==> src/verilog/dcache_pkg.sv <==
package dcache_pkg;

	// ====================
	// Address and line geometry
	// ====================
	localparam int ADDR_W      = 32;
	localparam int WORD_W      = 32;
	localparam int WORD_BYTES  = WORD_W / 8;
	localparam int LINE_WORDS  = 4;
	localparam int LINE_W      = LINE_WORDS * WORD_W;
	localparam int LINE_SEL_W  = LINE_W / 8;
	// Word offset inside a line, and byte offset of the whole line
	localparam int OFF_W       = $clog2(LINE_WORDS);
	localparam int LINE_OFF_W  = $clog2(LINE_SEL_W);

	// L1 fields
	localparam int L1_LINES    = 16;
	localparam int L1_IDX_W    = $clog2(L1_LINES);
	localparam int L1_TAG_W    = ADDR_W - L1_IDX_W - LINE_OFF_W;

	// L2 fields and lookup pipeline
	localparam int L2_LINES    = 64;
	localparam int L2_IDX_W    = $clog2(L2_LINES);
	localparam int L2_TAG_W    = ADDR_W - L2_IDX_W - LINE_OFF_W;
	localparam int L2_READ_LAT = 2;
	localparam int L2_CNT_W    = $clog2(L2_READ_LAT + 1);

	// Boot ROM sits where the upper address half is all ones
	localparam int ROM_HI_W    = 16;
	localparam logic [ROM_HI_W-1:0] ROM_BASE_HI = '1;
	localparam int ROM_LINES   = 16;
	localparam int ROM_IDX_W   = $clog2(ROM_LINES);

	// Bus line fill counter
	localparam int FILL_CNT_W  = 32;

	// ====================
	// Enums
	// ====================
	typedef enum logic [2:0] {
		DC_IDLE, DC_INVAL, DC_L2_WAIT, DC_L2_CHECK, DC_ROM, DC_BUS, DC_FILL, DC_DONE
	} dc_state_e;

	// Wishbone cycle type identifiers
	typedef enum logic [2:0] {
		CTI_CLASSIC = 3'b000,
		CTI_INCR    = 3'b010,
		CTI_END     = 3'b111
	} cti_e;

endpackage

==> src/verilog/dl1_store.sv <==
`timescale 1ns/1ns
module dl1_store import dcache_pkg::*; (
	input  logic                  clk,
	input  logic                  rst_i,
	input  logic [L1_IDX_W-1:0]   index_i,
	input  logic [L1_TAG_W-1:0]   tag_i,
	input  logic                  wr_i,
	input  logic [LINE_SEL_W-1:0] wsel_i,
	input  logic [LINE_W-1:0]     wline_i,
	input  logic                  inv_i,
	output logic                  hit_o,
	output logic [LINE_W-1:0]     line_o
);

// ====================
// Storage
// ====================
logic [L1_TAG_W-1:0] tag_mem  [L1_LINES];
logic [LINE_W-1:0]   line_mem [L1_LINES];
logic [L1_LINES-1:0] valid;

// Lookup is purely combinational
assign hit_o  = valid[index_i] && (tag_mem[index_i] == tag_i);
assign line_o = line_mem[index_i];

// Valid bits
always_ff @(posedge clk) begin
	if (rst_i) begin
		valid <= '0;
	end else if (inv_i) begin
		valid[index_i] <= 1'b0;
	end else if (wr_i) begin
		// Any write claims the entry
		valid[index_i] <= 1'b1;
	end
end

// Tag and data
always_ff @(posedge clk) begin
	if (wr_i && !inv_i) begin
		tag_mem[index_i] <= tag_i;
		// Merge only the selected bytes
		for (int b = 0; b < LINE_SEL_W; b++) begin
			if (wsel_i[b])
				line_mem[index_i][b*8 +: 8] <= wline_i[b*8 +: 8];
		end
	end
end

endmodule

==> config.mk <==
export PLATFORM = sky130hd
export DESIGN_NAME = dl1_store
export DESIGN_NICKNAME = d
export VERILOG_FILES = /design/src/verilog/dcache_pkg.sv /design/src/verilog/dl1_store.sv
export SDC_FILE = /design/constraint.sdc
export NUM_CORES = 2
export LEC_CHECK = 0
export BUFFER_PORTS_ARGS = -buffer_cell sky130_fd_sc_hd__buf_4
export CAP_MARGIN = 5
export CELL_PAD_IN_SITES_DETAIL_PLACEMENT = 1
export CELL_PAD_IN_SITES_GLOBAL_PLACEMENT = 1
export CORE_UTILIZATION = 55
export CTS_CLUSTER_SIZE = 40
export DETAILED_ROUTE_END_ITERATION = 7
export PLACE_DENSITY_LB_ADDON = 0.1
export SLEW_MARGIN = 20
export SYNTH_ARGS = -nofsm -noshare
export SYNTH_HDL_FRONTEND = slang
export SYNTH_SLANG_ARGS = --single-unit
export TNS_END_PERCENT = 100
==> constraint.sdc <==
create_clock -name clk -period 4.56 [get_ports clk]
set_input_delay 0.912 -clock clk [delete_from_list [all_inputs] [get_ports clk]]
set_output_delay 0.912 -clock clk [all_outputs]
set_load 0.01 [all_outputs]
-- Yosys cells after proc, flatten, opt, wreduce, memory -nomap -nowiden
Memories as Yosys holds them, arrays and structs flattened.
Cells that the tools add are included.
- memories: 2
- bits in registers: 16
- RAM bits: 2432
- word-level logic and storage cells: 70
- memory list (memory ; depth ; width ; rd ports ; clocked after memory_dff ; wr ports ; RTL line ; source):
    line_mem ; 16 ; 128 ; 1 ; 0 ; 1 ; dl1_store.sv:19 ; logic [LINE_W-1:0] line_mem [L1_LINES];
    tag_mem ; 16 ; 24 ; 1 ; 0 ; 1 ; dl1_store.sv:18 ; logic [L1_TAG_W-1:0] tag_mem [L1_LINES];
- reduce and logical (&&, ||, !) cells: 5
- equal/unequal tests: 1
- bitwise logic cells: 3
- muxes and demuxes: 56
- order comparisons: 2
- operator list (cell ; count):
    $mux 1 ; 52
    $mux 16 ; 2
    $eq 24x24->1 ; 1
    $and 16x16->16 ; 1
    $not 16->16 ; 1
    $or 16x16->16 ; 1
    $lt 4x5->1 const B ; 1
    $bmux 1 s4 ; 1
    $demux 1 s4 ; 1
    $ge 4x1->1 const B ; 1
    $logic_and 1x1->1 ; 3
    $reduce_bool 2->1 ; 1
    $logic_not 1->1 ; 1

-- Depth between registers and ports, before layout
- depth after elaboration: 7
- depth in mapped cells: 11
- gate-level depth less buffers: 7

-- Worst setup path before layout
Ideal clock, no wire load.
- kind: input port to output port
- from: input port index_i[0]
- to: output port line_o[0]
- cell stages on the path: 7
- path buffers: 5
- data arrival time: 3.025 ns
- setup slack: 0.623 ns
- data required time: 3.648 ns
- path through: buf_6 buf_6 buf_2 clkbuf_1 buf_2 mux4_2 mux4_2
- word-level cells in the longest chain between the ends: 1
- RTL lines (element ; RTL line ; source):
    start, declared ; dl1_store.sv:5 ; input logic [L1_IDX_W-1:0] index_i,
    $mem_v2 16x128 ; -- ;
    end, declared ; dl1_store.sv:12 ; output logic [LINE_W-1:0] line_o
No other way between the ends.

-- Worst setup path after layout
- from: input port index_i[1]
- to: output port hit_o
- word-level cells in the longest chain between the ends: 3
- RTL lines (element ; RTL line ; source):
    $mem_v2 16x24 or $bmux 1 s4 (tied branches) ; -- ;
    $eq 24x24->1 or $mux 1 (tied branches) ; dl1_store.sv:23 ; assign hit_o = valid[index_i] && (tag_mem[index_i] == tag_i);
    $logic_and 1x1->1 (*) ; dl1_store.sv:23 ;
    end, declared ; dl1_store.sv:11 ; output logic hit_o,
Every way passes the cells marked *; elsewhere a longest branch is shown, timed or not. The select of a mux whose other input is x is not followed.

==> run metrics <==
TritonCTS Buffers between 200 and 250; CP startpoint index_i[1]; Starting Density 55.52%; Power Density approximately 440 nW/um^2; post-synth top area cell edfxtp_1; vias in the first global route approximately 46,000; total wire length 224.1 mm; Post-DRT Antenna Nets 0; via density per instance about 6.3; Worst Tran Pin Value between 900 and 1000 ps; hold buffers post-CTS 0; mapped cell area between 90,000 and 100,000 um^2; Reg2Reg Setup Slack ~3800 ps; pin count of the biggest net entering global routing 107; DP Wirelength ~140 mm; Fin. Hold Viols 0; vias post-DR roughly 43,000; Startpoint Class input pin; layout cell share with drive strength beyond 1 33.40%; max-slew violations 0; initial antenna violation count 40; Synth area leaders edfxtp_1 (77%), mux4_2 (17%), and2_1 (1.7%); Tot GR Track Use 26.26%; final setup margin between 100 and 150 ps; area grow syn2layout 14.40%; final worst-path cycle share between 90 and 100%; Final Instance Count excl. Fillers between 6,000 and 7,000; Placer Congestion between 0.7 and 0.8; Yosys top cell area share 77.45%; Synth top cells by count edfxtp_1 (2,432), mux4_2 (728), and2_1 (260), buf_2 (109), clkbuf_1 (90); Syn Inst Count 3,916; deepest clock path buffer count 3; status finished clean; #FFs+latches synth 2,448; postcts setup bufs 0; syn_area_per_cell 24.08 um^2; Tot Pwr between 40 and 50 mW; CP required approximately 3700 ps; Setup Skew 0 ps; YS warnings 0; Hold Path Class in -> reg; EDFF count, synth between 2,000 and 2,500; Die X around 420 um; PortBufs around 300; Slew HR roughly two fifths; CTS Sinks between 2,000 and 2,500; fraction of registers with async set/reset 0%; die area 173,100 um^2; Peak Freq 226.4 MHz; critical path type in -> out; RSZ-0062 raised after global routing no; CORE AREA between 150,000 and 200,000 um^2; H-tree lvl count 4; Place WS -3.327 ps; 1st-iter DRT viols about 4,300; Distinct cells, synth 48; CP Max Fanout 27; CP arrival 3500 ps; Period minus WS final ~4400 ps; first-pass GRT wire length approximately 320 mm; Max Cap Viol 0; CTS tree built; hold slack final around 340 ps; sequential area share after synthesis between 70% and 80%; Register-to-Register Path Depth 2; Post-synth top flop edfxtp_1; drt drc 0; nets about 4,500; I/O pins between 300 and 400; Placed Cells 6,341; Pre-Repair DR Iteration Count 7; top-count cell post-synth edfxtp_1; total grt overflow 0; Crit. End Element output pin; crit path to hit_o; clk root buf clkbuf_16; clk slew on worst S/H paths approximately 60 ps; final count of negative-setup-slack endpoints 0; Die H 416.1 um; DR WL/cell between 30 and 40 um; leakage power total 34.29 nW; Net Count, Synth 4,092; Skew-Pair Late Insertion Delay between 800 and 900 ps; row count around 150; Worst IR Drop VDD 351.7 uV
-- repair_timing --
item	4_1_cts	5_1_grt
endpoints found under the hold margin	0	0
endpoints found under the setup margin	1	1
pin swaps	0	2
cloned	0	1
gates resized for setup	2	8
-- through the flow --
| step | setup TNS, ps | cell area [um^2] | utilization [%] |
|---|---|---|---|
| 2_1_floorplan | 0 | 94300 | - |
| 3_3_place_gp | -221.7 | 99900 | 58.82 |
| 3_5_place_dp | -3.327 | 99900 | 58.82 |
| 4_1_cts | 0 | 107800 | 63.45 |
| 5_1_grt | 0 | 107900 | 63.50 |
| 6_report | 0 | 107900 | 63.51 |
-- placed cells by master, fill, tap and decap left out, types with 24 or more instances in the layout --
cell / netlist / final
buf_4: 7 / 381
nand2_1: 24 / 24
edfxtp_1: 2432 / 2432
clkinv_2: 0 / 48
and2_1: 260 / 260
mux4_2: 728 / 728
mux2i_1: 64 / 63
bufinv_16: 0 / 30
buf_12: 1 / 43
clkbuf_1: 90 / 42
clkbuf_16: 0 / 249
clkinv_1: 0 / 56
-- cell families (layout without fill, tap and decap cells) --
family,after synthesis,in the layout,synth area share [%]
DFF,2448,2448,77.79
muxes,795,795,18.10
and+or+nand+nor,323,323,2.021
buffers and inverters,231,881,1.149
AOI/OAI and AO/OA,99,99,0.7563
xor gates and xnor gates,20,20,0.1858
other,0,14,0
-- sequential cells by signal, summed over array words and instances, names as in the netlist, named ones only --
register and count:
line_mem 2048, tag_mem 384
-- worst min path at each step --
stage	slack, ps	cells after the start	to	from
detailed placement	510	2	register	register
global route	310	1	line_mem[5][99]	wline_i[99]
global placement	510	2	register	register
floorplan	490	2	register	register
CTS	280	1	line_mem[5][99]	wline_i[99]
finish	340	1	line_mem[5][99]	wline_i[99]
-- metal layers --
metal  part of all wire [%]  global-route usage (%)  vias up
met5                  0.038                       0        -
met1                     40                   36.06    23290
met4                    2.2                   6.917       16
met3                    6.2                   4.281      312
met2                     52                   44.30     1552
li1                       -                       -    17690
-- cell type report --
| type | count | area [um^2] |
|---|---|---|
| clock inverter | 152 | 1504 |
| timing repair buffer | 428 | 3804 |
| inverter | 11 | 48.80 |
| fill | 13250 | 61980 |
| tap | 2218 | 2775 |
| sequential | 2448 | 73350 |
| clock buffer | 290 | 6364 |
| multi-input combinational | 1237 | 19990 |
| antenna | 14 | 35.03 |
-- worst max-delay path, cell delays in order --
cell	delay (ps)
buf_12	230
buf_12	240
mux4_2	330
mux2i_1	170
xnor2_1	130
nor4_1	340
buf_4	200
nand4_1	150
a2111oi_4	320
o2111a_2	300
buf_4	140
-- power by group --
part           switching (mW)  internal [mW]  leakage, nW
logic                    1.34           1.10         8.44
registers              0.0437           24.9         22.0
clock network            8.29           11.5         3.84
total                    9.68           37.5         34.3
No activity file was read; power rests on OpenSTA's default activity.
