===== config.mk =====
export PLATFORM = sky130hd
export DESIGN_NAME = bus_burst_master
export DESIGN_NICKNAME = d
export VERILOG_FILES = /design/src/verilog/dcache_pkg.sv /design/src/verilog/bus_burst_master.sv
export SDC_FILE = /design/constraint.sdc
export NUM_CORES = 1
export LEC_CHECK = 0
export BUFFER_PORTS_ARGS = -buffer_cell sky130_fd_sc_hd__buf_2
export CAP_MARGIN = 20
export CORE_MARGIN = 4
export CORE_UTILIZATION = 40
export DETAILED_ROUTE_END_ITERATION = 10
export GPL_TIMING_DRIVEN = 0
export PLACE_DENSITY = 0.68
export SETUP_SLACK_MARGIN = 0.1
export SLEW_MARGIN = 5
export SYNTH_ARGS = -nofsm -noshare
export SYNTH_HDL_FRONTEND = slang
export SYNTH_SLANG_ARGS = --single-unit

===== constraint.sdc =====
create_clock -name clk -period 1.8 [get_ports clk]
set_clock_uncertainty 0.1 [all_clocks]
set_input_delay 0.09 -clock clk [delete_from_list [all_inputs] [get_ports clk]]
set_output_delay 0.09 -clock clk [all_outputs]
set_load 0.03 [all_outputs]

===== src/verilog/dcache_pkg.sv =====
package dcache_pkg;

	// ====================
	// Address and line geometry
	// ====================
	localparam int ADDR_W      = 32;
	localparam int WORD_W      = 32;
	localparam int WORD_BYTES  = WORD_W / 8;
	localparam int LINE_WORDS  = 4;
	localparam int LINE_W      = LINE_WORDS * WORD_W;
	localparam int LINE_SEL_W  = LINE_W / 8;
	// Word offset inside a line, and byte offset of the whole line
	localparam int OFF_W       = $clog2(LINE_WORDS);
	localparam int LINE_OFF_W  = $clog2(LINE_SEL_W);

	// L1 fields
	localparam int L1_LINES    = 16;
	localparam int L1_IDX_W    = $clog2(L1_LINES);
	localparam int L1_TAG_W    = ADDR_W - L1_IDX_W - LINE_OFF_W;

	// L2 fields and lookup pipeline
	localparam int L2_LINES    = 64;
	localparam int L2_IDX_W    = $clog2(L2_LINES);
	localparam int L2_TAG_W    = ADDR_W - L2_IDX_W - LINE_OFF_W;
	localparam int L2_READ_LAT = 2;
	localparam int L2_CNT_W    = $clog2(L2_READ_LAT + 1);

	// Boot ROM sits where the upper address half is all ones
	localparam int ROM_HI_W    = 16;
	localparam logic [ROM_HI_W-1:0] ROM_BASE_HI = '1;
	localparam int ROM_LINES   = 16;
	localparam int ROM_IDX_W   = $clog2(ROM_LINES);

	// Bus line fill counter
	localparam int FILL_CNT_W  = 32;

	// ====================
	// Enums
	// ====================
	typedef enum logic [2:0] {
		DC_IDLE, DC_INVAL, DC_L2_WAIT, DC_L2_CHECK, DC_ROM, DC_BUS, DC_FILL, DC_DONE
	} dc_state_e;

	// Wishbone cycle type identifiers
	typedef enum logic [2:0] {
		CTI_CLASSIC = 3'b000,
		CTI_INCR    = 3'b010,
		CTI_END     = 3'b111
	} cti_e;

endpackage


===== src/verilog/bus_burst_master.sv =====
`timescale 1ns/1ns
module bus_burst_master import dcache_pkg::*; (
	input  logic              clk,
	input  logic              rst_i,
	input  logic              fetch_i,
	input  logic [ADDR_W-1:0] fetch_adr_i,
	output logic              fill_done_o,
	output logic [LINE_W-1:0] fill_line_o,
	output logic              fill_err_o,
	output logic              cyc_o,
	output logic              stb_o,
	output cti_e              cti_o,
	output logic [ADDR_W-1:0] adr_o,
	input  logic              ack_i,
	input  logic              err_i,
	input  logic [WORD_W-1:0] dat_i
);

logic [OFF_W-1:0] beat;
logic             beat_end;
logic             last_beat;

// Beat finishes on ack or err while strobing
assign beat_end  = stb_o && (ack_i || err_i);
assign last_beat = (beat == OFF_W'(LINE_WORDS - 1));

// ====================
// Burst control
// ====================
always_ff @(posedge clk) begin
	if (rst_i) begin
		cyc_o       <= 1'b0;
		stb_o       <= 1'b0;
		cti_o       <= CTI_CLASSIC;
		beat        <= '0;
		fill_done_o <= 1'b0;
		fill_err_o  <= 1'b0;
	end else begin
		fill_done_o <= 1'b0;
		if (!cyc_o) begin
			if (fetch_i) begin
				cyc_o      <= 1'b1;
				stb_o      <= 1'b1;
				cti_o      <= CTI_INCR;
				beat       <= '0;
				fill_err_o <= 1'b0;
			end
		end else if (beat_end) begin
			if (err_i || last_beat) begin
				// Cycle ends at once on an error
				cyc_o       <= 1'b0;
				stb_o       <= 1'b0;
				cti_o       <= CTI_CLASSIC;
				fill_done_o <= 1'b1;
				fill_err_o  <= err_i;
			end else begin
				beat  <= beat + 1'b1;
				cti_o <= (beat == OFF_W'(LINE_WORDS - 2)) ? CTI_END : CTI_INCR;
			end
		end
	end
end

// Address stepping and line assembly
// Held while the slave withholds ack
always_ff @(posedge clk) begin
	if (!cyc_o && fetch_i)
		adr_o <= fetch_adr_i;
	else if (beat_end && !err_i)
		adr_o <= adr_o + ADDR_W'(WORD_BYTES);
	if (beat_end && !err_i)
		fill_line_o[beat*WORD_W +: WORD_W] <= dat_i;
end

endmodule


# Word level (Yosys, flattened, before mapping)
# Index checks and enable logic that the tools add are counted.
[word_totals]
in_bits = 69
regBits = 169
elab_cells = 58
out_inout_bits = 167
[op_classes]
bitwise_logic = 2
reduce_logical = 13
eq_ne = 5
shifts = 2
add_sub_neg = 3
mux = 25
[op_table]
columns = ["operator", "count"]
rows = [
  ["bitwise mux 128 bit", 1],
  ["variable shift 32 x 34 -> 128 bit (first input constant)", 1],
  ["indexed part select 32 x 34 -> 128 bit", 1],
  ["2-to-1 mux 32 bit", 2],
  ["negation 7 -> 34 bit", 1],
  ["adder 32 x 3 -> 32 bit (second input constant)", 1],
  ["2-to-1 mux 3 bit", 5],
  ["2-to-1 mux 1 bit", 13],
  ["2-to-1 mux 2 bit", 4],
  ["AND reduction 3 bit", 2],
  ["equality test 2 bit (second input constant)", 2],
  ["!= test 2 x 1 -> 1 bit (second input constant)", 2],
  ["nonzero test 2 bit", 2],
  ["logical AND 1 bit", 3],
  ["OR reduction 3 bit", 1],
  ["adder 2 x 1 -> 2 bit (second input constant)", 1],
  ["logical NOT 1 bit", 2],
  ["logical OR 1 bit", 2],
  ["!= test 2 bit (second input constant)", 1],
  ["NOT 1 bit", 2],
  ["AND reduction 2 bit", 1],
]

# Depth between registers and ports, before layout
# Gate-level depths: netlist of run 1.
[logic_depth]
word_depth = 5
depth_mapped = 6
ltp_nobuf = 6

# Worst setup path before layout of run 1
# Ideal clock, no wire load.
[synth_path]
kind = "reg-to-reg"
start = "reg adr_o[2]"
end = "reg adr_o[28] (data pin)"
path_stages_with_launch = 7
arrival_time_ns = 1.757
path_buffers = 0
required_ns = 1.429
setup_ns = 0.271
slack_ns = -0.328
cell_sequence = "edfxtp_1 > ha_1 > nand4_2 > nor4_4 > nand4_1 > xor2_1 > a21oi_1"
[synth_via]
elab_chain_len = 3
[synth_lines]
columns = ["element", "line", "rtl"]
rows = [
  ["start, declared", "bus_burst_master.sv:13", "output logic [ADDR_W-1:0] adr_o,"],
  ["start signal, assigned", "bus_burst_master.sv:68", "adr_o <= fetch_adr_i;"],
  ["start signal, assigned", "bus_burst_master.sv:70", "adr_o <= adr_o + ADDR_W'(WORD_BYTES);"],
  ["adder 32 x 3 -> 32 bit", "bus_burst_master.sv:70", ""],
  ["2-to-1 mux 32 bit", "bus_burst_master.sv:69", "else if (beat_end && !err_i)"],
  ["2-to-1 mux 32 bit", "bus_burst_master.sv:67", "if (!cyc_o && fetch_i)"],
]
# No other way between the ends. The select of a mux whose other input is x is not followed.
# A chain may end at the register's enable or synchronous reset.

# Worst setup path after layout of run 1
[layout_path]
start = "reg adr_o[16]"
end = "reg adr_o[20] (data pin)"
# Same word-level chain as after synthesis.

==> impl_metrics.toml, run 1 <==
[status]
violations = "setup timing"
status = "finished, violations left"

[yosys]
synth.avg_cell_area_um2 = 13.8
yosys.area_share.simple_pct = 20.0
synth_top_family_by_area = "simple AND/OR/NAND/NOR gates"
ys_ff_latch = 168
synth_fp_nets = 584
ys_seq_area_share_pct = 70.8
synth_ff_type = "edfxtp_1"
synth_xor_area_share_pct = 3.50
synth-adder-area-share_pct = 1.43
async_reset_ff_share_pct = 0
synth_edf_count = 160
synth_compound_area_share_pct = 2.62
netlist_area_mm2 = 0.00701
synth.distinct_cells = 31
synth.area.mux_share_pct = 0.143
syn_inst = 507
ys_warn_count = 0

[sta]
finalCritPeriodShare_pct = 112
fin_crit_ps = 2020
finalSetupViolCount = 29
slew_headroom_pct = 66.8
hold_viol_final = 0
rsz0062_at_grt = "true"
timing.fmax_mhz = 496
worstMarginPinSlew_ps = 496
finalWorstSetupSlack_ps = -217
final-max-slew-violation-count = 0

[cells_and_area]
fin_util_pct = 65.0
finish.net_count = 963
multi_input_area_mm2 = 0.00256
fill_cells = 1216
final_area_mm2 = 0.0112
syn2layout_area_growth_pct = 59.9
stdcell_count = 1125
drive_gt1_share_pct = 54.1
seq_area_mm2 = 0.00497

[floorplan]
die_y_um = 140
start_util_pct = 40.7
die-area_mm2 = 0.0197
pin_count = 236
chipWidth_um = 140
fp-row-count = 48
coreArea_mm2 = 0.0172

[clocking]
htreeDepth = 4
cts_tree = "built"
clk_root_buffer_cell = "clkbuf_16"
cts_buffers = 17
clock_path_buffers = 2
clk_pin_slew_ps = 70
clock_sinks = 168
clkLatencyLatePin_ps = 430

[pwr]
power.leakage_nw = 4.74
power_density_mw_per_mm2 = 850
p_total_mw = 9.52
peakVddDrop_mv = 0.650

[drt]
drc = 0
wire_per_inst_um = 20.7
first_pass_iters = 5
drt_wl_total_um = 23200
ant_nets = 0
drtIter0Drc = 356
vias = 5658
viasPerCell = 5.03

[critical_path]
cp.arrival_ps = 2070
cp.required_ps = 1860
cp-start-kind = "flip-flop"
setup.worst_path.end_class = "flip-flop"
crit_type = "reg2reg"
cp_max_fo = 6
path_cells = "nand4_1 > nor4_4 > buf_6 > buf_12 > nand3_4 > xor2_1 > o21ai_1"
cpMaxStageDelayCell = "edfxtp_1"
critPathMaxStageDelay_ps = 440

[grt]
grt.total_usage_pct = 21.3
antenna_found_initial = 1
busiest_layer = "met2"
use_met1_pct = 25.6
grt-ovfl-total = 0
grt.met3_usage_pct = 4.98
grt_pass1_vias = 5676
grt_pass1_wl_um = 32100
grt_start_max_net_pins = 33
use_met2_pct = 36.7

[placement]
place.gp.congestion = 0.831
place_inst = 966
dpl.hpwl_um = 13300
placed_area_mm2 = 0.00860
numPortBuffers = 234

[job]
maxCapViolCount = 0

[hold_path]
hp-class = "in2reg"
[state kept, by name, summed over array words and instances, names as in the netlist]
| name | count |
|---|---|
| fill_line_o | 128 |
| adr_o | 32 |
| beat | 2 |
| cti_o | 2 |
| cyc_o | 1 |
| fill_done_o | 1 |
| fill_err_o | 1 |
| stb_o | 1 |
[worst paths after layout]
path	end	cells after the start	slack [ps]	startpoint
worst max register to register	adr_o[20]$_DFFE_PP_	7	-220	adr_o[16]$_DFFE_PP_
worst min register to register	cti_o[1]$_SDFFE_PP0P_	2	390	cti_o[1]$_SDFFE_PP0P_
worst max-delay path	adr_o[20]$_DFFE_PP_	7	-220	adr_o[16]$_DFFE_PP_
worst min-delay path	cti_o[1]$_SDFFE_PP0P_	4	90	ack_i
[cells by family after synthesis]
group,count (synthesis)
XOR/XNOR,28
multiplexers,1
flip-flops,168
buffers and inverters,27
AO/OA/AOI/OAI,35
adder cells (fa/ha/maj),8
AND/OR/NAND/NOR,240
[where the power goes]
group	switching (mW)	internal (mW)
registers	0.0904	4.37
logic	0.602	0.492
clock network	1.60	2.36
[cells in the final DEF (no fill, tap or decap), types with 5 or more instances in the layout]
cell / count
buf_2: 235
edfxtp_1: 160
and2_4: 106
dlygate4sd3_1: 67
and2_1: 35
nand2_1: 32
buf_4: 31
clkbuf_16: 27
xnor2_1: 16
buf_6: 15
nor2_1: 13
o21ai_0: 13
o21ai_1: 12
xor2_1: 11
nand3_1: 10
buf_8: 8
nor4_4: 7
a21oi_1: 7
nand4_1: 6
and3_4: 6
inv_6: 6
nand3_4: 5
ha_1: 5
dfxtp_1: 5
[through the flow]
stage / setup slack (ps) / TNS [ps] / hold WS (ps)
finish: -217 / -1320 / 93.7
global route: -314 / -4560 / 135
CTS: -28.0 / -38.6 / 64.4
detailed placement: -567 / -63690 / 273
global placement: -510 / -57310 / 267
floorplan: -156 / -1670 / 152
[cell type report]
cell class | count | area share, %
flip-flops and latches | 168 | 44.4
diodes | 1 | 0.0223
clock buffers | 18 | 3.83
clock inverters | 14 | 1.82
inverters | 6 | 0.235
plain buffers | 20 | 2.52
repair buffers | 356 | 21.8
multi-input cells | 317 | 22.9
well taps | 225 | 2.51
[synthesized netlist by cell type, drive strengths merged, types with 8 or more instances]
master  count  area share [%]
and2      138              12
nor2       14            0.75
dfxtp       8             2.3
clkbuf     19             1.0
nand3      15             1.2
and3        9            0.84
ha          8             1.4
edfxtp    160              69
nor3        9            0.64
xnor2      17             2.1
xor2       11             1.4
nand2      33             1.8
o21ai      25             1.8
[worst max-delay path: cells and delay by family (launching register included)]
family / cells / cell delay [ps]
simple gates: 3 / 630
flops: 1 / 440
buf+inv: 2 / 300
xor+xnor: 1 / 170
compound gates: 1 / 100
[metal layers]
layer	wire length, µm	part of all wire [%]	up-vias
li1	-	-	2567
met1	9180	39	2809
met2	12000	52	240
met3	1500	6.4	42
met4	540	2.3	0
met5	0	0	-
[repair_timing]
item | 4_1_cts | 5_1_grt
hold buffers | 67 | 0
cloned | 5 | 11
pin swaps | 22 | 101
hold endpoints to repair | 168 | 0
buffers inserted | 35 | 12
gates resized for setup | 89 | 136
setup endpoints to repair | 222 | 249
(Power assumes the default switching activity.)
==> inputs of run 2 (changes only) <==
- TNS_END_PERCENT: unset -> 5
==> run 2 against run 1 <==
Clock power shrank 2%. Maximum frequency increased by 10%. Count of clock-buffer cells in the layout down 1. Design area is 4.0% lower. Critical path type unchanged. The run still ends with setup timing left. Largest cell class unchanged. Critical path depth fell by 2. Largest power group unchanged. Via count is 4.7% lower. Critical endpoint is now adr_o[31]$_DFFE_PP_. Power down 1.8%. Wire length shrank 8.1%.
==> impl_metrics.toml, run 2 (synthesis results as in run 1) <==
[status]
status = "finished, violations left"
violations = "setup timing"

[drt]
vias = 5392
drtIter0Drc = 314
drc = 0
first_pass_iters = 5
ant_nets = 0
drt_wl_total_um = 21400
wire_per_inst_um = 19.4
viasPerCell = 4.91

[floorplan]
coreArea_mm2 = 0.0172
fp-row-count = 48
die_y_um = 140
die-area_mm2 = 0.0197
pin_count = 236
start_util_pct = 40.7
chipWidth_um = 140

[pwr]
peakVddDrop_mv = 0.638
p_comb_share_pct = 10.7
switchingPower_mw = 2.20
clockPowerShare_pct = 41.5
p_int_mw = 7.15
power.leakage_nw = 4.49
switching_share_pct = 23.6
power_density_mw_per_mm2 = 869
p_seq_share_pct = 47.8

[grt]
grt_pass1_vias = 5648
grt.total_usage_pct = 21.3
grt_pass1_wl_um = 32300
grt_start_max_net_pins = 33
grt-ovfl-total = 0
antenna_found_initial = 0

[sta]
finalWorstSetupSlack_ps = -28.6
finalSetupViolCount = 3
slew_headroom_pct = 63.8
worstMarginPinSlew_ps = 543
rsz0062_at_grt = "true"
timing.fmax_mhz = 547
final-max-slew-violation-count = 0
hold_viol_final = 0
finalCritPeriodShare_pct = 102
fin_setup_tns_ps = -41.7
fin_crit_ps = 1830

[critical_path]
cp_max_fo = 5
setup.worst_path.end_class = "flip-flop"
path_cells = "and4_4 > nand4_1 > nor4_4 > xnor2_1 > a21oi_1"
cpMaxStageDelayCell = "edfxtp_1"
cp.required_ps = 1850
cp-start-kind = "flip-flop"
critPathTopFamily = "simple AND/OR/NAND/NOR gates"
crit_type = "reg2reg"
critPathMaxStageDelay_ps = 470
cp.arrival_ps = 1880
cp_num_buf_inv = 0

[clocking]
cts_buffers = 17
clock_sinks = 168
cts_tree = "built"
clk_root_buffer_cell = "clkbuf_16"
clock_path_buffers = 2
clkLatencyLatePin_ps = 420
htreeDepth = 4
clk_pin_slew_ps = 70

[cells_and_area]
final_common_cell = "buf_2"
drive_gt1_share_pct = 50.5
finish.net_count = 938
largest_register_ffs = 128
reg.largest.list = "fill_line_o x128, adr_o x32"
stdcell_count = 1098
syn2layout_area_growth_pct = 53.5
fill_cells = 1319
layout_common_cells = "buf_2, edfxtp_1, and2_4"
diodes = 0
regMostFlops = "fill_line_o"

[placement]
place.gp.congestion = 0.771
place_inst = 966
dpl.hpwl_um = 13700
numPortBuffers = 234

[job]
maxCapViolCount = 0

[hold_path]
hp-class = "in2reg"
[run 2: cell types whose count changed in the layout (fill, tap and decap cells not counted), sizes merged]
cell | previous run | this run
dlymetal6s4s | 0 | 1
inv | 13 | 10
clkinvlp | 1 | 2
buf | 295 | 271
nand3 | 16 | 17
dlygate4sd3 | 67 | 66
clkinv | 2 | 4
diode | 1 | 0
clkbuf | 32 | 33
and2 | 142 | 138
[run 2: layout make-up]
class	instances	area, µm²	share of cell area, %
Buffer	21	279	2.59
Clock buffer	17	425	3.96
Clock inverter	14	195	1.81
Inverter	6	26.3	0.244
Multi-Input combinational cell	314	2440	22.7
Sequential cell	168	4970	46.2
Tap cell	225	282	2.62
Timing Repair Buffer	333	2130	19.8
[run 2: final timing paths]
check / startpoint / endpoint / slack [ps] / cells after the start
setup / recovery: adr_o[18]$_DFFE_PP_ / adr_o[31]$_DFFE_PP_ / -30 / 5
hold / removal: ack_i / cti_o[1]$_SDFFE_PP0P_ / 70 / 4
setup reg to reg: adr_o[18]$_DFFE_PP_ / adr_o[31]$_DFFE_PP_ / -30 / 5
hold reg to reg: cti_o[1]$_SDFFE_PP0P_ / cti_o[1]$_SDFFE_PP0P_ / 360 / 2
[run 2: routing by layer]
layer / vias up / global-route usage (%) / wire, µm / share of wire, %
met5: - / 0 / 0 / 0
met4: 0 / 6.07 / 380 / 1.8
met3: 23 / 8.19 / 2210 / 10
met2: 266 / 36.3 / 10600 / 50
met1: 2589 / 25.2 / 8180 / 38
li1: 2514 / - / - / -
[run 2: what timing repair did]
action	CTS	global route
hold buffers	67	0
cloned	1	2
gates resized for setup	144	62
buffers inserted	19	13
endpoints found under the hold margin	168	0
pin swaps	68	48
endpoints found under the setup margin	285	281
[run 2: through the flow]
stage	power (mW)	setup WS, ps	utilization [%]	cell area (µm²)	hold slack, ps
finish	9.35	-28.6	62.4	10800	69.7
CTS	9.33	-32.4	60.7	10500	56.1
detailed placement	5.26	-924	49.2	8480	272
global placement	5.24	-927	49.2	8480	265
floorplan	4.97	-156	-	7030	152
global route	9.68	-143	62.4	10800	107
[run 2: power by group through the flow]
stage | registers, mW | logic [mW] | clock network (mW)
2_1_floorplan | 4.72 | 0.243 | 0
3_3_place_gp | 4.56 | 0.684 | 0
3_5_place_dp | 4.56 | 0.693 | 0
4_1_cts | 4.46 | 0.917 | 3.95
5_1_grt | 4.48 | 1.08 | 4.12
6_report | 4.47 | 1.00 | 3.88
[run 2: tightest hold or removal path: cells and delay by family]
family,cells,cell delay (ps)
compound gates,2,240
buf+inv,1,90
simple gates,1,120
