==> src/verilog/dcache_pkg.sv <==
package dcache_pkg;

	// ====================
	// Address and line geometry
	// ====================
	localparam int ADDR_W      = 32;
	localparam int WORD_W      = 32;
	localparam int WORD_BYTES  = WORD_W / 8;
	localparam int LINE_WORDS  = 4;
	localparam int LINE_W      = LINE_WORDS * WORD_W;
	localparam int LINE_SEL_W  = LINE_W / 8;
	// Word offset inside a line, and byte offset of the whole line
	localparam int OFF_W       = $clog2(LINE_WORDS);
	localparam int LINE_OFF_W  = $clog2(LINE_SEL_W);

	// L1 fields
	localparam int L1_LINES    = 16;
	localparam int L1_IDX_W    = $clog2(L1_LINES);
	localparam int L1_TAG_W    = ADDR_W - L1_IDX_W - LINE_OFF_W;

	// L2 fields and lookup pipeline
	localparam int L2_LINES    = 64;
	localparam int L2_IDX_W    = $clog2(L2_LINES);
	localparam int L2_TAG_W    = ADDR_W - L2_IDX_W - LINE_OFF_W;
	localparam int L2_READ_LAT = 2;
	localparam int L2_CNT_W    = $clog2(L2_READ_LAT + 1);

	// Boot ROM sits where the upper address half is all ones
	localparam int ROM_HI_W    = 16;
	localparam logic [ROM_HI_W-1:0] ROM_BASE_HI = '1;
	localparam int ROM_LINES   = 16;
	localparam int ROM_IDX_W   = $clog2(ROM_LINES);

	// Bus line fill counter
	localparam int FILL_CNT_W  = 32;

	// ====================
	// Enums
	// ====================
	typedef enum logic [2:0] {
		DC_IDLE, DC_INVAL, DC_L2_WAIT, DC_L2_CHECK, DC_ROM, DC_BUS, DC_FILL, DC_DONE
	} dc_state_e;

	// Wishbone cycle type identifiers
	typedef enum logic [2:0] {
		CTI_CLASSIC = 3'b000,
		CTI_INCR    = 3'b010,
		CTI_END     = 3'b111
	} cti_e;

endpackage

==> src/verilog/dc_request_stage.sv <==
`timescale 1ns/1ns
module dc_request_stage import dcache_pkg::*; (
	input  logic                  clk,
	input  logic                  rst_i,
	input  logic [ADDR_W-1:0]     adr_i,
	input  logic [WORD_W-1:0]     wdat_i,
	input  logic [WORD_BYTES-1:0] wsel_i,
	input  logic                  inv_i,
	input  logic [ADDR_W-1:0]     inv_adr_i,
	input  logic                  inv_take_i,
	output logic [ADDR_W-1:0]     line_adr_o,
	output logic [OFF_W-1:0]      word_off_o,
	output logic [LINE_W-1:0]     st_line_o,
	output logic [LINE_SEL_W-1:0] st_sel_o,
	output logic                  inv_pend_o,
	output logic [ADDR_W-1:0]     inv_line_o
);

// Request address split into line base and word slot
assign line_adr_o = {adr_i[ADDR_W-1:LINE_OFF_W], {LINE_OFF_W{1'b0}}};
assign word_off_o = adr_i[LINE_OFF_W-1 -: OFF_W];

// Store word and byte enables moved into their slot of the line
assign st_line_o = LINE_W'(wdat_i) << (word_off_o * WORD_W);
assign st_sel_o  = LINE_SEL_W'(wsel_i) << (word_off_o * WORD_BYTES);

// ====================
// Invalidate latch
// ====================
// A new pulse wins over a take in the same cycle
always_ff @(posedge clk) begin
	if (rst_i) begin
		inv_pend_o <= 1'b0;
	end else if (inv_i) begin
		inv_pend_o <= 1'b1;
	end else if (inv_take_i) begin
		inv_pend_o <= 1'b0;
	end
end

// Line address of the latest request
always_ff @(posedge clk) begin
	if (inv_i)
		inv_line_o <= {inv_adr_i[ADDR_W-1:LINE_OFF_W], {LINE_OFF_W{1'b0}}};
end

endmodule

==> config.mk <==
export PLATFORM = sky130hd
export DESIGN_NAME = dc_request_stage
export DESIGN_NICKNAME = d
export VERILOG_FILES = /design/src/verilog/dcache_pkg.sv /design/src/verilog/dc_request_stage.sv
export SDC_FILE = /design/constraint.sdc
export NUM_CORES = 1
export LEC_CHECK = 0
export ABC_AREA = 0
export BUFFER_PORTS_ARGS = -buffer_cell sky130_fd_sc_hd__buf_2
export CAP_MARGIN = 25
export CORE_AREA = 2 2 122 124
export DETAILED_ROUTE_END_ITERATION = 6
export DIE_AREA = 0 0 124 126
export GPL_TIMING_DRIVEN = 1
export PLACE_DENSITY_LB_ADDON = 0.1
export SYNTH_ARGS = -nofsm -noshare
export SYNTH_HDL_FRONTEND = slang
export SYNTH_SLANG_ARGS = --single-unit
==> constraint.sdc <==
create_clock -name clk -period 2.3 [get_ports clk]
set_clock_uncertainty 0.15 [all_clocks]
set_input_delay 0.23 -clock clk [delete_from_list [all_inputs] [get_ports clk]]
set_output_delay 0.23 -clock clk [all_outputs]
set_load 0.03 [all_outputs]
Word level (Yosys, flattened, before mapping) --
Index checks and enable logic that the tools add are counted.
Word-level totals: logic and storage cells 7, register bits 29, output and inout bits 211, input bits 104
Cells by class: shift operators 2, multiplexer cells 2, reduce and logical (&&, ||, !) cells 1
Operators with widths (number):
- 32-bit by 7-bit left shift with 128-bit output | 1
- 4-bit by 4-bit left shift with 16-bit output | 1
- 1-bit 2-to-1 mux | 2
- 2-bit nonzero test | 1

Longest topological paths before layout --
Gate-level depths: netlist (run 1).
word-level depth 2, gate-level depth with buffers 3, gate-level depth less buffers 2

Least setup slack after synthesis (run 1) --
OpenSTA, ideal clock, no wires.
kind input to output, start input adr_i[2], end output st_sel_o[3], setup slack 0.781 ns, required time 1.920 ns, stages 2, path buffers 1, arrival time 1.139 ns, path through clkbuf_1 nor3b_1
Between the ends: word-level cells in the longest chain between the ends 1
RTL lines:
- start, declared | line dc_request_stage.sv:5 | input logic [ADDR_W-1:0] adr_i,
- 4-bit by 4-bit left shift with 16-bit output | line dc_request_stage.sv:25 | assign st_sel_o = LINE_SEL_W'(wsel_i) << (word_off_o * WORD_BYTES);
- end, declared | line dc_request_stage.sv:14 | output logic [LINE_SEL_W-1:0] st_sel_o,
No other way between the ends.

Worst setup path in the final report (run 1) --
start input adr_i[2], end output st_line_o[46]
Between the ends: word-level cells in the longest chain between the ends 1
RTL lines:
- 32-bit by 7-bit left shift with 128-bit output | line dc_request_stage.sv:24 | assign st_line_o = LINE_W'(wdat_i) << (word_off_o * WORD_W);
- end, declared | line dc_request_stage.sv:13 | output logic [LINE_W-1:0] st_line_o,
No other way between the ends.

==> results.yml, run 1 <==
floorplanning:
  num_io_pins: 315
  dieArea_mm2: 0.0156
  dieHeight_um: 126
  initial_utilization_pct: 15.1
  dieWidth_um: 124
  num_rows: 44
  fp.coreArea_mm2: 0.0143
sta:
  setup_viol: 0
  setup-tns-final_ps: 0
  slew_violations: 0
  hold_violations: 0
  period_share_pct: 75.5
  rsz0062_at_grt: "no"
  fmax_ghz: 0.576
  slew_headroom_pct: 55.8
  min_period_ps: 1740
  setup_ws_ps: 563
  worstMarginPinSlew_ps: 663
global_routing:
  gr-usage-all-layers_pct: 12.2
  grt_pass1_vias: 2443
  grt_pass1_wl_mm: 14.4
  antenna_found_initial: 1
  grt_max_degree: 39
  overflow: 0
critical_path:
  critPathCaptureType: "primary output"
  required_ps: 1920
  start_kind: "primary input"
  endpoint: "st_line_o[46]"
  critPathMaxFanout: 10
  r2r_slack_ps: 1580
  worstPathArrival_ps: 1360
  cp-startpoint: "adr_i[2]"
  worstReg2RegEnd: "inv_pend_o$_SDFFE_PP0P_"
  r2r_start: "inv_pend_o$_SDFFE_PP0P_"
  critical_path_class: "in2out"
  reg2reg_depth: 2
clock_tree:
  post-cts-setup-buffers: 0
  clkTransAtPathRegs_ps: 50
  cts_resized: 0
  cts_tree: "done"
  cts.sinks: 29
  clock_path_buffers: 2
  insertion_delay_ps: 270
  cts_buffers: 5
  htree_levels: 2
  root_buffer: "clkbuf_16"
synth:
  yosysWarnings: 0
  ys_seq_elements: 29
  netlist_area_mm2: 0.00216
  ys_seq_area_share_pct: 39.8
  synthDistinctLibCells: 17
  synth_area_per_cell_um2: 9.16
  syn_inst: 236
run_status:
  run_status: "finished, final reports clean"
route:
  dr.pass1.iters: 4
  vias: 2535
  ant_nets: 0
  routed_wl_mm: 10.1
  avgRoutedWirePerCell_um: 15.2
  vias_per_cell: 3.82
  drt_first_iter_violations: 66
  drcViolationCount: 0
power_and_ir_drop:
  power_density_mw_per_mm2: 548
  p_total_uw: 2100
  irDropWorstVdd_mv: 0.290
  p_leak_uw: 0.00224
cells_and_area:
  drive_gt1_share_pct: 54.6
  utilization_pct: 26.8
  design_area_mm2: 0.00383
  fillers: 1604
  area_growth_pct: 77.2
  finalNetCount: 581
placement:
  gp_congestion: 0.745
  dpl_cell_area_mm2: 0.00336
  hpwl_mm: 7.70
  io_buffer_count: 244
  pre_cts_ws_ps: 531
min_path:
  holdPathStages: 3
  hold_path.class: "in2reg"
job:
  maxCapViolations: 0
worst min path at each step:
| stage | startpoint | end | slack [ps] |
|---|---|---|---|
| 2_1_floorplan | rst_i | inv_pend_o$_SDFFE_PP0P_ | 150 |
| 3_3_place_gp | rst_i | inv_pend_o$_SDFFE_PP0P_ | 240 |
| 3_5_place_dp | rst_i | inv_pend_o$_SDFFE_PP0P_ | 240 |
| 4_1_cts | inv_adr_i[19] | inv_line_o[19]$_DFFE_PP_ | 3 |
| 5_1_grt | inv_take_i | inv_pend_o$_SDFFE_PP0P_ | 100 |
| 6_report | inv_take_i | inv_pend_o$_SDFFE_PP0P_ | 80 |
report_power, final:
| part | switching (µW) | internal [µW] |
|---|---|---|
| Clock | 207 | 539 |
| Sequential | 8.02 | 626 |
| Combinational | 488 | 230 |
stage by stage:
step,hold WS [ps],std cells
after global routing,99.5,662
after global placement,244,625
after detailed placement,238,625
after CTS,3.07,661
after floorplan,149,243
final,80.7,663
synthesized netlist by cell type (all sizes together):
master,number,share of area [%]
inv,1,0.17
and3,36,10
and2,105,30
nor2,2,0.35
buf,39,13
nand2,1,0.17
conb,1,0.17
and3b,1,0.41
edfxtp,28,39
a21oi,1,0.23
nor3b,1,0.35
nand2b,1,0.29
and2b,2,0.69
clkbuf,16,3.1
dfxtp,1,0.93
what timing repair did:
action	CTS	global route
hold endpoints to repair	28	1
hold buffers	28	1
setup endpoints to repair	0	0
cell type report:
class                           instances  area (µm²)  area share, %
Sequential cell                        29         861           22.5
Inverter                                1        3.75         0.0980
Multi-Input combinational cell        158         968           25.3
Timing Repair Buffer                  282        1590           41.6
Antenna cell                            1        2.50         0.0653
Tap cell                              184         230           6.01
Clock buffer                            7         143           3.72
Clock inverter                          1        30.0          0.784
placed cells by master (no fill, tap or decap):
| cell type | synthesis | layout |
|---|---|---|
| clkbuf_16 | 0 | 5 |
| and2_1 | 105 | 105 |
| buf_2 | 1 | 244 |
| and3_1 | 36 | 36 |
| and3b_1 | 1 | 1 |
| nor3b_1 | 1 | 1 |
| and2b_1 | 2 | 2 |
| conb_1 | 1 | 8 |
| buf_4 | 38 | 8 |
| dlygate4sd3_1 | 0 | 29 |
| edfxtp_1 | 28 | 28 |
| bufinv_16 | 0 | 1 |
| a21oi_1 | 1 | 1 |
| nand2b_1 | 1 | 1 |
| diode_2 | 0 | 1 |
| nand2_1 | 1 | 1 |
| inv_1 | 1 | 1 |
| clkbuf_8 | 0 | 1 |
| nor2_1 | 2 | 1 |
| buf_12 | 0 | 1 |
| dfxtp_1 | 1 | 1 |
| nor2_2 | 0 | 1 |
| clkbuf_1 | 11 | 1 |
per-layer routing:
metal | part of all wire, % | GRT usage, % | up-vias | wire length (µm)
li1 | - | - | 1198 | -
met1 | 37 | 13.6 | 1170 | 3690
met2 | 53 | 22.3 | 138 | 5280
met3 | 8.6 | 2.94 | 29 | 870
met4 | 2.1 | 4.36 | 0 | 216
met5 | 0 | 0 | - | 0
flip-flops by register name, summed over array words and instances (netlist names):
| name | flops |
|---|---|
| inv_line_o | 28 |
| inv_pend_o | 1 |
critical path, stage by stage:
cell and delay [ps]:
buf_2 170, and2b_1 400, buf_4 230, and2_1 130
buf_2 190
logic make-up after synthesis:
logic type / share of synthesized area [%]
AND/OR/NAND/NOR: 43.1
other: 0.174
buffers and inverters: 16.7
flip-flops: 39.8
AO/OA/AOI/OAI: 0.231
No activity file was read; power rests on OpenSTA's default activity.
==> run 2, diff against run 1 <==
--- a/config.mk
+++ b/config.mk
@@ -8,9 +8,9 @@
 export ABC_AREA = 0
 export BUFFER_PORTS_ARGS = -buffer_cell sky130_fd_sc_hd__buf_2
 export CAP_MARGIN = 25
-export CORE_AREA = 2 2 122 124
+export CORE_AREA = 2 2 121 123
 export DETAILED_ROUTE_END_ITERATION = 6
-export DIE_AREA = 0 0 124 126
+export DIE_AREA = 0 0 123 125
 export GPL_TIMING_DRIVEN = 1
 export PLACE_DENSITY_LB_ADDON = 0.1
 export SYNTH_ARGS = -nofsm -noshare
==> constraint.sdc (replaced) <==
create_clock -name clk -period 1.6 [get_ports clk]
set_clock_uncertainty 0.15 [all_clocks]
set_input_delay 0.16 -clock clk [delete_from_list [all_inputs] [get_ports clk]]
set_output_delay 0.16 -clock clk [all_outputs]
set_load 0.03 [all_outputs]
==> run 2 against run 1 <==
Non-clock buffer count is 2 higher. Sequential share of layout area down 0.073 points. Die area is 1.6% lower. Sequential power grew 44%. Core utilization is 0.30 points higher. Clock power grew 13%. Combinational power rose by 45%. Critical path depth did not move. Register-to-register slack worse by 1200 ps. First-iteration DRC count up 62%. Global-route usage down 0.43 points.
==> results.yml, run 2 (synthesized netlist as in run 1, its figures left out) <==
run_status:
  run_status: "finished, final reports clean"
route:
  avgRoutedWirePerCell_um: 14.8
  routed_wl_mm: 9.79
  vias_per_cell: 3.75
  dr.pass1.iters: 4
  ant_nets: 0
  vias: 2489
  drcViolationCount: 0
  drt_first_iter_violations: 107
cells_and_area:
  finalNetCount: 583
  drive_gt1_share_pct: 54.3
  layoutNonFillerInstCount: 663
  regArea_um2: 861
  area_growth_pct: 77.8
  top_register: "inv_line_o"
  diodes: 0
  largest_reg_flops: 28
  mostFrequentLayoutCell: "buf_2"
  fillers: 1556
  biggestRegsByFlops: "inv_line_o x28, inv_pend_o x1"
  multi_input_area_um2: 968
  final_cell_mix: "244 x buf_2, 105 x and2_1, 36 x and3_1"
job:
  maxCapViolations: 0
critical_path:
  cp_slowest_cell: "and2b_1"
  worstReg2RegEnd: "inv_pend_o$_SDFFE_PP0P_"
  required_ps: 1290
  path_cells: "buf_2 > and2b_1 > buf_12 > and2_1 > buf_2"
  critPathMaxStageDelay_ps: 270
  crit_top_cell: "buf_2"
  critPathCaptureType: "primary output"
  critical_path_class: "in2out"
  critPathMaxFanout: 30
  reg2reg_depth: 3
  r2r_start: "inv_pend_o$_SDFFE_PP0P_"
  r2r_slack_ps: 340
  start_kind: "primary input"
  worstPathArrival_ps: 1120
clock_tree:
  post-cts-setup-buffers: 0
  htree_levels: 2
  insertion_delay_ps: 270
  cts.sinks: 29
  cts_tree: "done"
  root_buffer: "clkbuf_16"
  cts_buffers: 5
  clkTransAtPathRegs_ps: 50
  cts_resized: 0
  clock_path_buffers: 2
sta:
  period_share_pct: 89.6
  fin_hold_ws_ps: 160
  setup_viol: 0
  rsz0062_at_grt: "no"
  min_period_ps: 1430
  hold_violations: 0
  setup-tns-final_ps: 0
  fmax_ghz: 0.698
  slew_violations: 0
floorplanning:
  num_io_pins: 315
  dieWidth_um: 123
  dieHeight_um: 125
  fp.coreArea_mm2: 0.0142
  num_rows: 44
  initial_utilization_pct: 15.2
  dieArea_mm2: 0.0154
min_path:
  holdPathStages: 1
  hp-start: "inv_i"
  whs_endpoint: "inv_line_o[29]$_DFFE_PP_"
  hold_path.class: "in2reg"
global_routing:
  overflow: 0
  grt_max_degree: 39
  antenna_found_initial: 0
  gr-usage-all-layers_pct: 11.8
  grt_pass1_wl_mm: 13.8
  grt_pass1_vias: 2371
power_and_ir_drop:
  p_total_uw: 2800
  p_leak_uw: 0.00224
  power_density_mw_per_mm2: 728
  irDropWorstVdd_mv: 0.357
placement:
  hpwl_mm: 7.56
  gp_congestion: 0.749
  dp.cells: 626
  io_buffer_count: 244
[run 2: changes by cell type in the layout (fill, tap and decap cells not counted), sizes merged]
cell         change
buf              +1
dlygate4sd3      +1
bufinv           -1
clkinv           +1
diode            -1
clkbuf           -1
[run 2: how the worst max path moves through the flow]
| stage | from | endpoint | cells past startpoint |
|---|---|---|---|
| final | adr_i[2] | st_sel_o[10] | 5 |
| after detailed placement | adr_i[2] | st_sel_o[10] | 5 |
| after CTS | adr_i[2] | st_sel_o[10] | 5 |
| after floorplan | adr_i[2] | st_sel_o[3] | 2 |
| after global routing | adr_i[3] | st_line_o[115] | 4 |
| after global placement | adr_i[3] | st_line_o[115] | 4 |
[run 2: final cells by class]
cell class	count	area share (%)
Clock buffer	6	3.35
Clock inverter	1	0.0977
Inverter	1	0.0977
Multi-Input combinational cell	158	25.2
Sequential cell	29	22.4
Tap cell	184	5.99
Timing Repair Buffer	284	42.9
[run 2: metrics by stage]
| stage | utilization [%] | instance area [µm²] | setup slack [ps] |
|---|---|---|---|
| final | 27.1 | 3840 | 167 |
| after global routing | 27.1 | 3840 | 81.3 |
| after CTS | 27.1 | 3840 | 138 |
| after detailed placement | 24.0 | 3410 | 145 |
| after global placement | 24.0 | 3410 | 160 |
| after floorplan | - | 2190 | 221 |
[run 2: what timing repair did]
item,in CTS,in global routing
endpoints found under the hold margin,29,0
setup endpoints to repair,0,0
hold buffers,30,0
[run 2: metal layers]
| metal | track usage, % | routed length (µm) |
|---|---|---|
| met4 | 2.87 | 193 |
| met2 | 23.0 | 5250 |
| met5 | 0 | 0 |
| met1 | 12.2 | 3540 |
| met3 | 3.06 | 810 |
[run 2: critical path: cells and delay by family]
| family | cells | cell delay (ps) |
|---|---|---|
| buffers and inverters | 3 | 540 |
| AND/OR/NAND/NOR | 2 | 410 |
[run 2: power by group]
group / internal [µW] / switching (µW) / leakage (µW) / total [µW]
sequential: 900 / 11.4 / 0.000282 / 912
combinational: 344 / 700 / 0.00189 / 1040
clock: 559 / 283 / 0.0000644 / 842
total: 1800 / 995 / 0.00224 / 2800
==> run 3, diff against run 2 <==
--- a/config.mk
+++ b/config.mk
@@ -13,6 +13,7 @@
 export DIE_AREA = 0 0 123 125
 export GPL_TIMING_DRIVEN = 1
 export PLACE_DENSITY_LB_ADDON = 0.1
+export REMOVE_ABC_BUFFERS = 1
 export SYNTH_ARGS = -nofsm -noshare
 export SYNTH_HDL_FRONTEND = slang
 export SYNTH_SLANG_ARGS = --single-unit
==> run 3 against run 2 <==
First-iteration DRC count is 1.9% higher. Sequential share of layout area is 0.16 points lower. Non-clock buffer count is 3 lower. Core utilization increased by 0.19 points. Critical path depth did not move. Worst hold slack got worse by 15 ps. Total power grew 5.9%. Die area is the same. Cell count is 0.15% higher. Wire length up 13%. Clock power rose by 20%. Largest power group unchanged.
==> results.yml, run 3 (synthesized netlist as in run 1, its figures left out) <==
run_status:
  run_status: "finished, final reports clean"
min_path:
  hold_path.class: "in2reg"
  holdPathStages: 1
  hp-start: "inv_i"
  whs_endpoint: "inv_line_o[18]$_DFFE_PP_"
clock_tree:
  cts_resized: 0
  cts_tree: "done"
  cts.sinks: 29
  insertion_delay_ps: 270
  htree_levels: 2
  clock_path_buffers: 2
  cts_hold_buf: 30
  cts_buffers: 5
  root_buffer: "clkbuf_16"
  post-cts-setup-buffers: 0
  clkTransAtPathRegs_ps: 50
critical_path:
  critPathMaxFanout: 14
  required_ps: 1290
  cp.depth: 5
  worst_path_dominant_cell_family: "buffers and inverters"
  start_kind: "primary input"
  worstReg2RegEnd: "inv_pend_o$_SDFFE_PP0P_"
  critPathMaxStageDelay_ps: 290
  crit_top_cell: "buf_2"
  r2r_start: "inv_pend_o$_SDFFE_PP0P_"
  critical_path_class: "in2out"
  worstPathArrival_ps: 1150
  cp_slowest_cell: "and2b_1"
  path_cells: "buf_2 > and2b_1 > buf_4 > and2_1 > buf_2"
  r2r_slack_ps: 340
  critPathCaptureType: "primary output"
  reg2reg_depth: 3
  cp_num_buf_inv: 3
route:
  routed_wl_mm: 11.1
  avgRoutedWirePerCell_um: 16.6
  dr.pass1.iters: 4
  drt_first_iter_violations: 109
  ant_nets: 0
  drcViolationCount: 0
  vias_per_cell: 3.84
  vias: 2548
floorplanning:
  dieWidth_um: 123
  dieHeight_um: 125
  num_rows: 44
  num_io_pins: 315
  initial_utilization_pct: 15.2
  dieArea_mm2: 0.0154
  fp.coreArea_mm2: 0.0142
global_routing:
  gr-usage-all-layers_pct: 13.3
  grt_max_degree: 40
  grt_use_met3_pct: 8.71
  grtUsageMet1_pct: 16.9
  grt_pass1_wl_mm: 14.9
  top_usage_layer: "met2"
  antenna_found_initial: 6
  grt_use_met2_pct: 18.8
  overflow: 0
  grt_pass1_vias: 2404
cells_and_area:
  drive_gt1_share_pct: 54.1
  finalNetCount: 580
  final_cell_mix: "244 x buf_2, 105 x and2_1, 36 x and3_1"
  area_growth_pct: 79.1
  biggestRegsByFlops: "inv_line_o x28, inv_pend_o x1"
  mostFrequentLayoutCell: "buf_2"
  top_register: "inv_line_o"
  layoutNonFillerInstCount: 664
  largest_reg_flops: 28
placement:
  io_buffer_count: 244
  hpwl_mm: 8.81
  dp.cells: 623
  gp_congestion: 0.792
sta:
  setup-tns-final_ps: 0
  rsz0062_at_grt: "no"
  slew_violations: 0
  min_period_ps: 1460
  fmax_ghz: 0.687
  setup_viol: 0
  hold_violations: 0
  period_share_pct: 91.0
power_and_ir_drop:
  p_leak_uw: 0.00224
  power_density_mw_per_mm2: 765
  irDropWorstVdd_mv: 0.312
job:
  maxCapViolations: 0
-- run 3: cell count changes in the layout (fill, tap and decap cells not counted), sizes merged --
cell,previous run,this run
buf,254,251
bufinv,0,1
diode,0,3
-- run 3: layout make-up --
cell class	count	area, µm²
diodes	3	7.51
repair buffers	281	1640
fillers	1574	10300
clock buffers	6	129
flip-flops and latches	29	861
well taps	184	230
multi-input cells	158	968
inverters	1	3.75
clock inverters	2	33.8
-- run 3: worst max-delay path by stage --
stage,start,end,slack (ps)
after global routing,adr_i[3],st_line_o[60],60
after detailed placement,adr_i[3],st_line_o[58],140
after CTS,adr_i[3],st_line_o[58],130
after floorplan,adr_i[2],st_line_o[0],7
after global placement,adr_i[2],st_sel_o[8],150
final,adr_i[3],st_line_o[58],140
-- run 3: through the flow --
stage	hold slack [ps]	utilization [%]	power (µW)	setup WS, ps	instance area [µm²]
2_1_floorplan	79.1	-	1500	7.26	1830
3_3_place_gp	170	23.9	1930	152	3400
3_5_place_dp	169	23.9	1920	138	3400
4_1_cts	144	27.2	3010	132	3860
5_1_grt	154	27.2	3090	58.2	3860
6_report	145	27.2	2960	144	3870
-- run 3: routing by layer --
metal / vias up / wire length (µm)
met2: 179 / 4480
li1: 1199 / -
met4: 12 / 34
met1: 1144 / 4820
met3: 14 / 1570
met5: - / 144
-- run 3: power breakdown --
part	total [µW]	internal, µW	switching [µW]
clock network	1010	726	281
logic	1040	343	701
registers	912	900	11.8
total	2960	1970	993
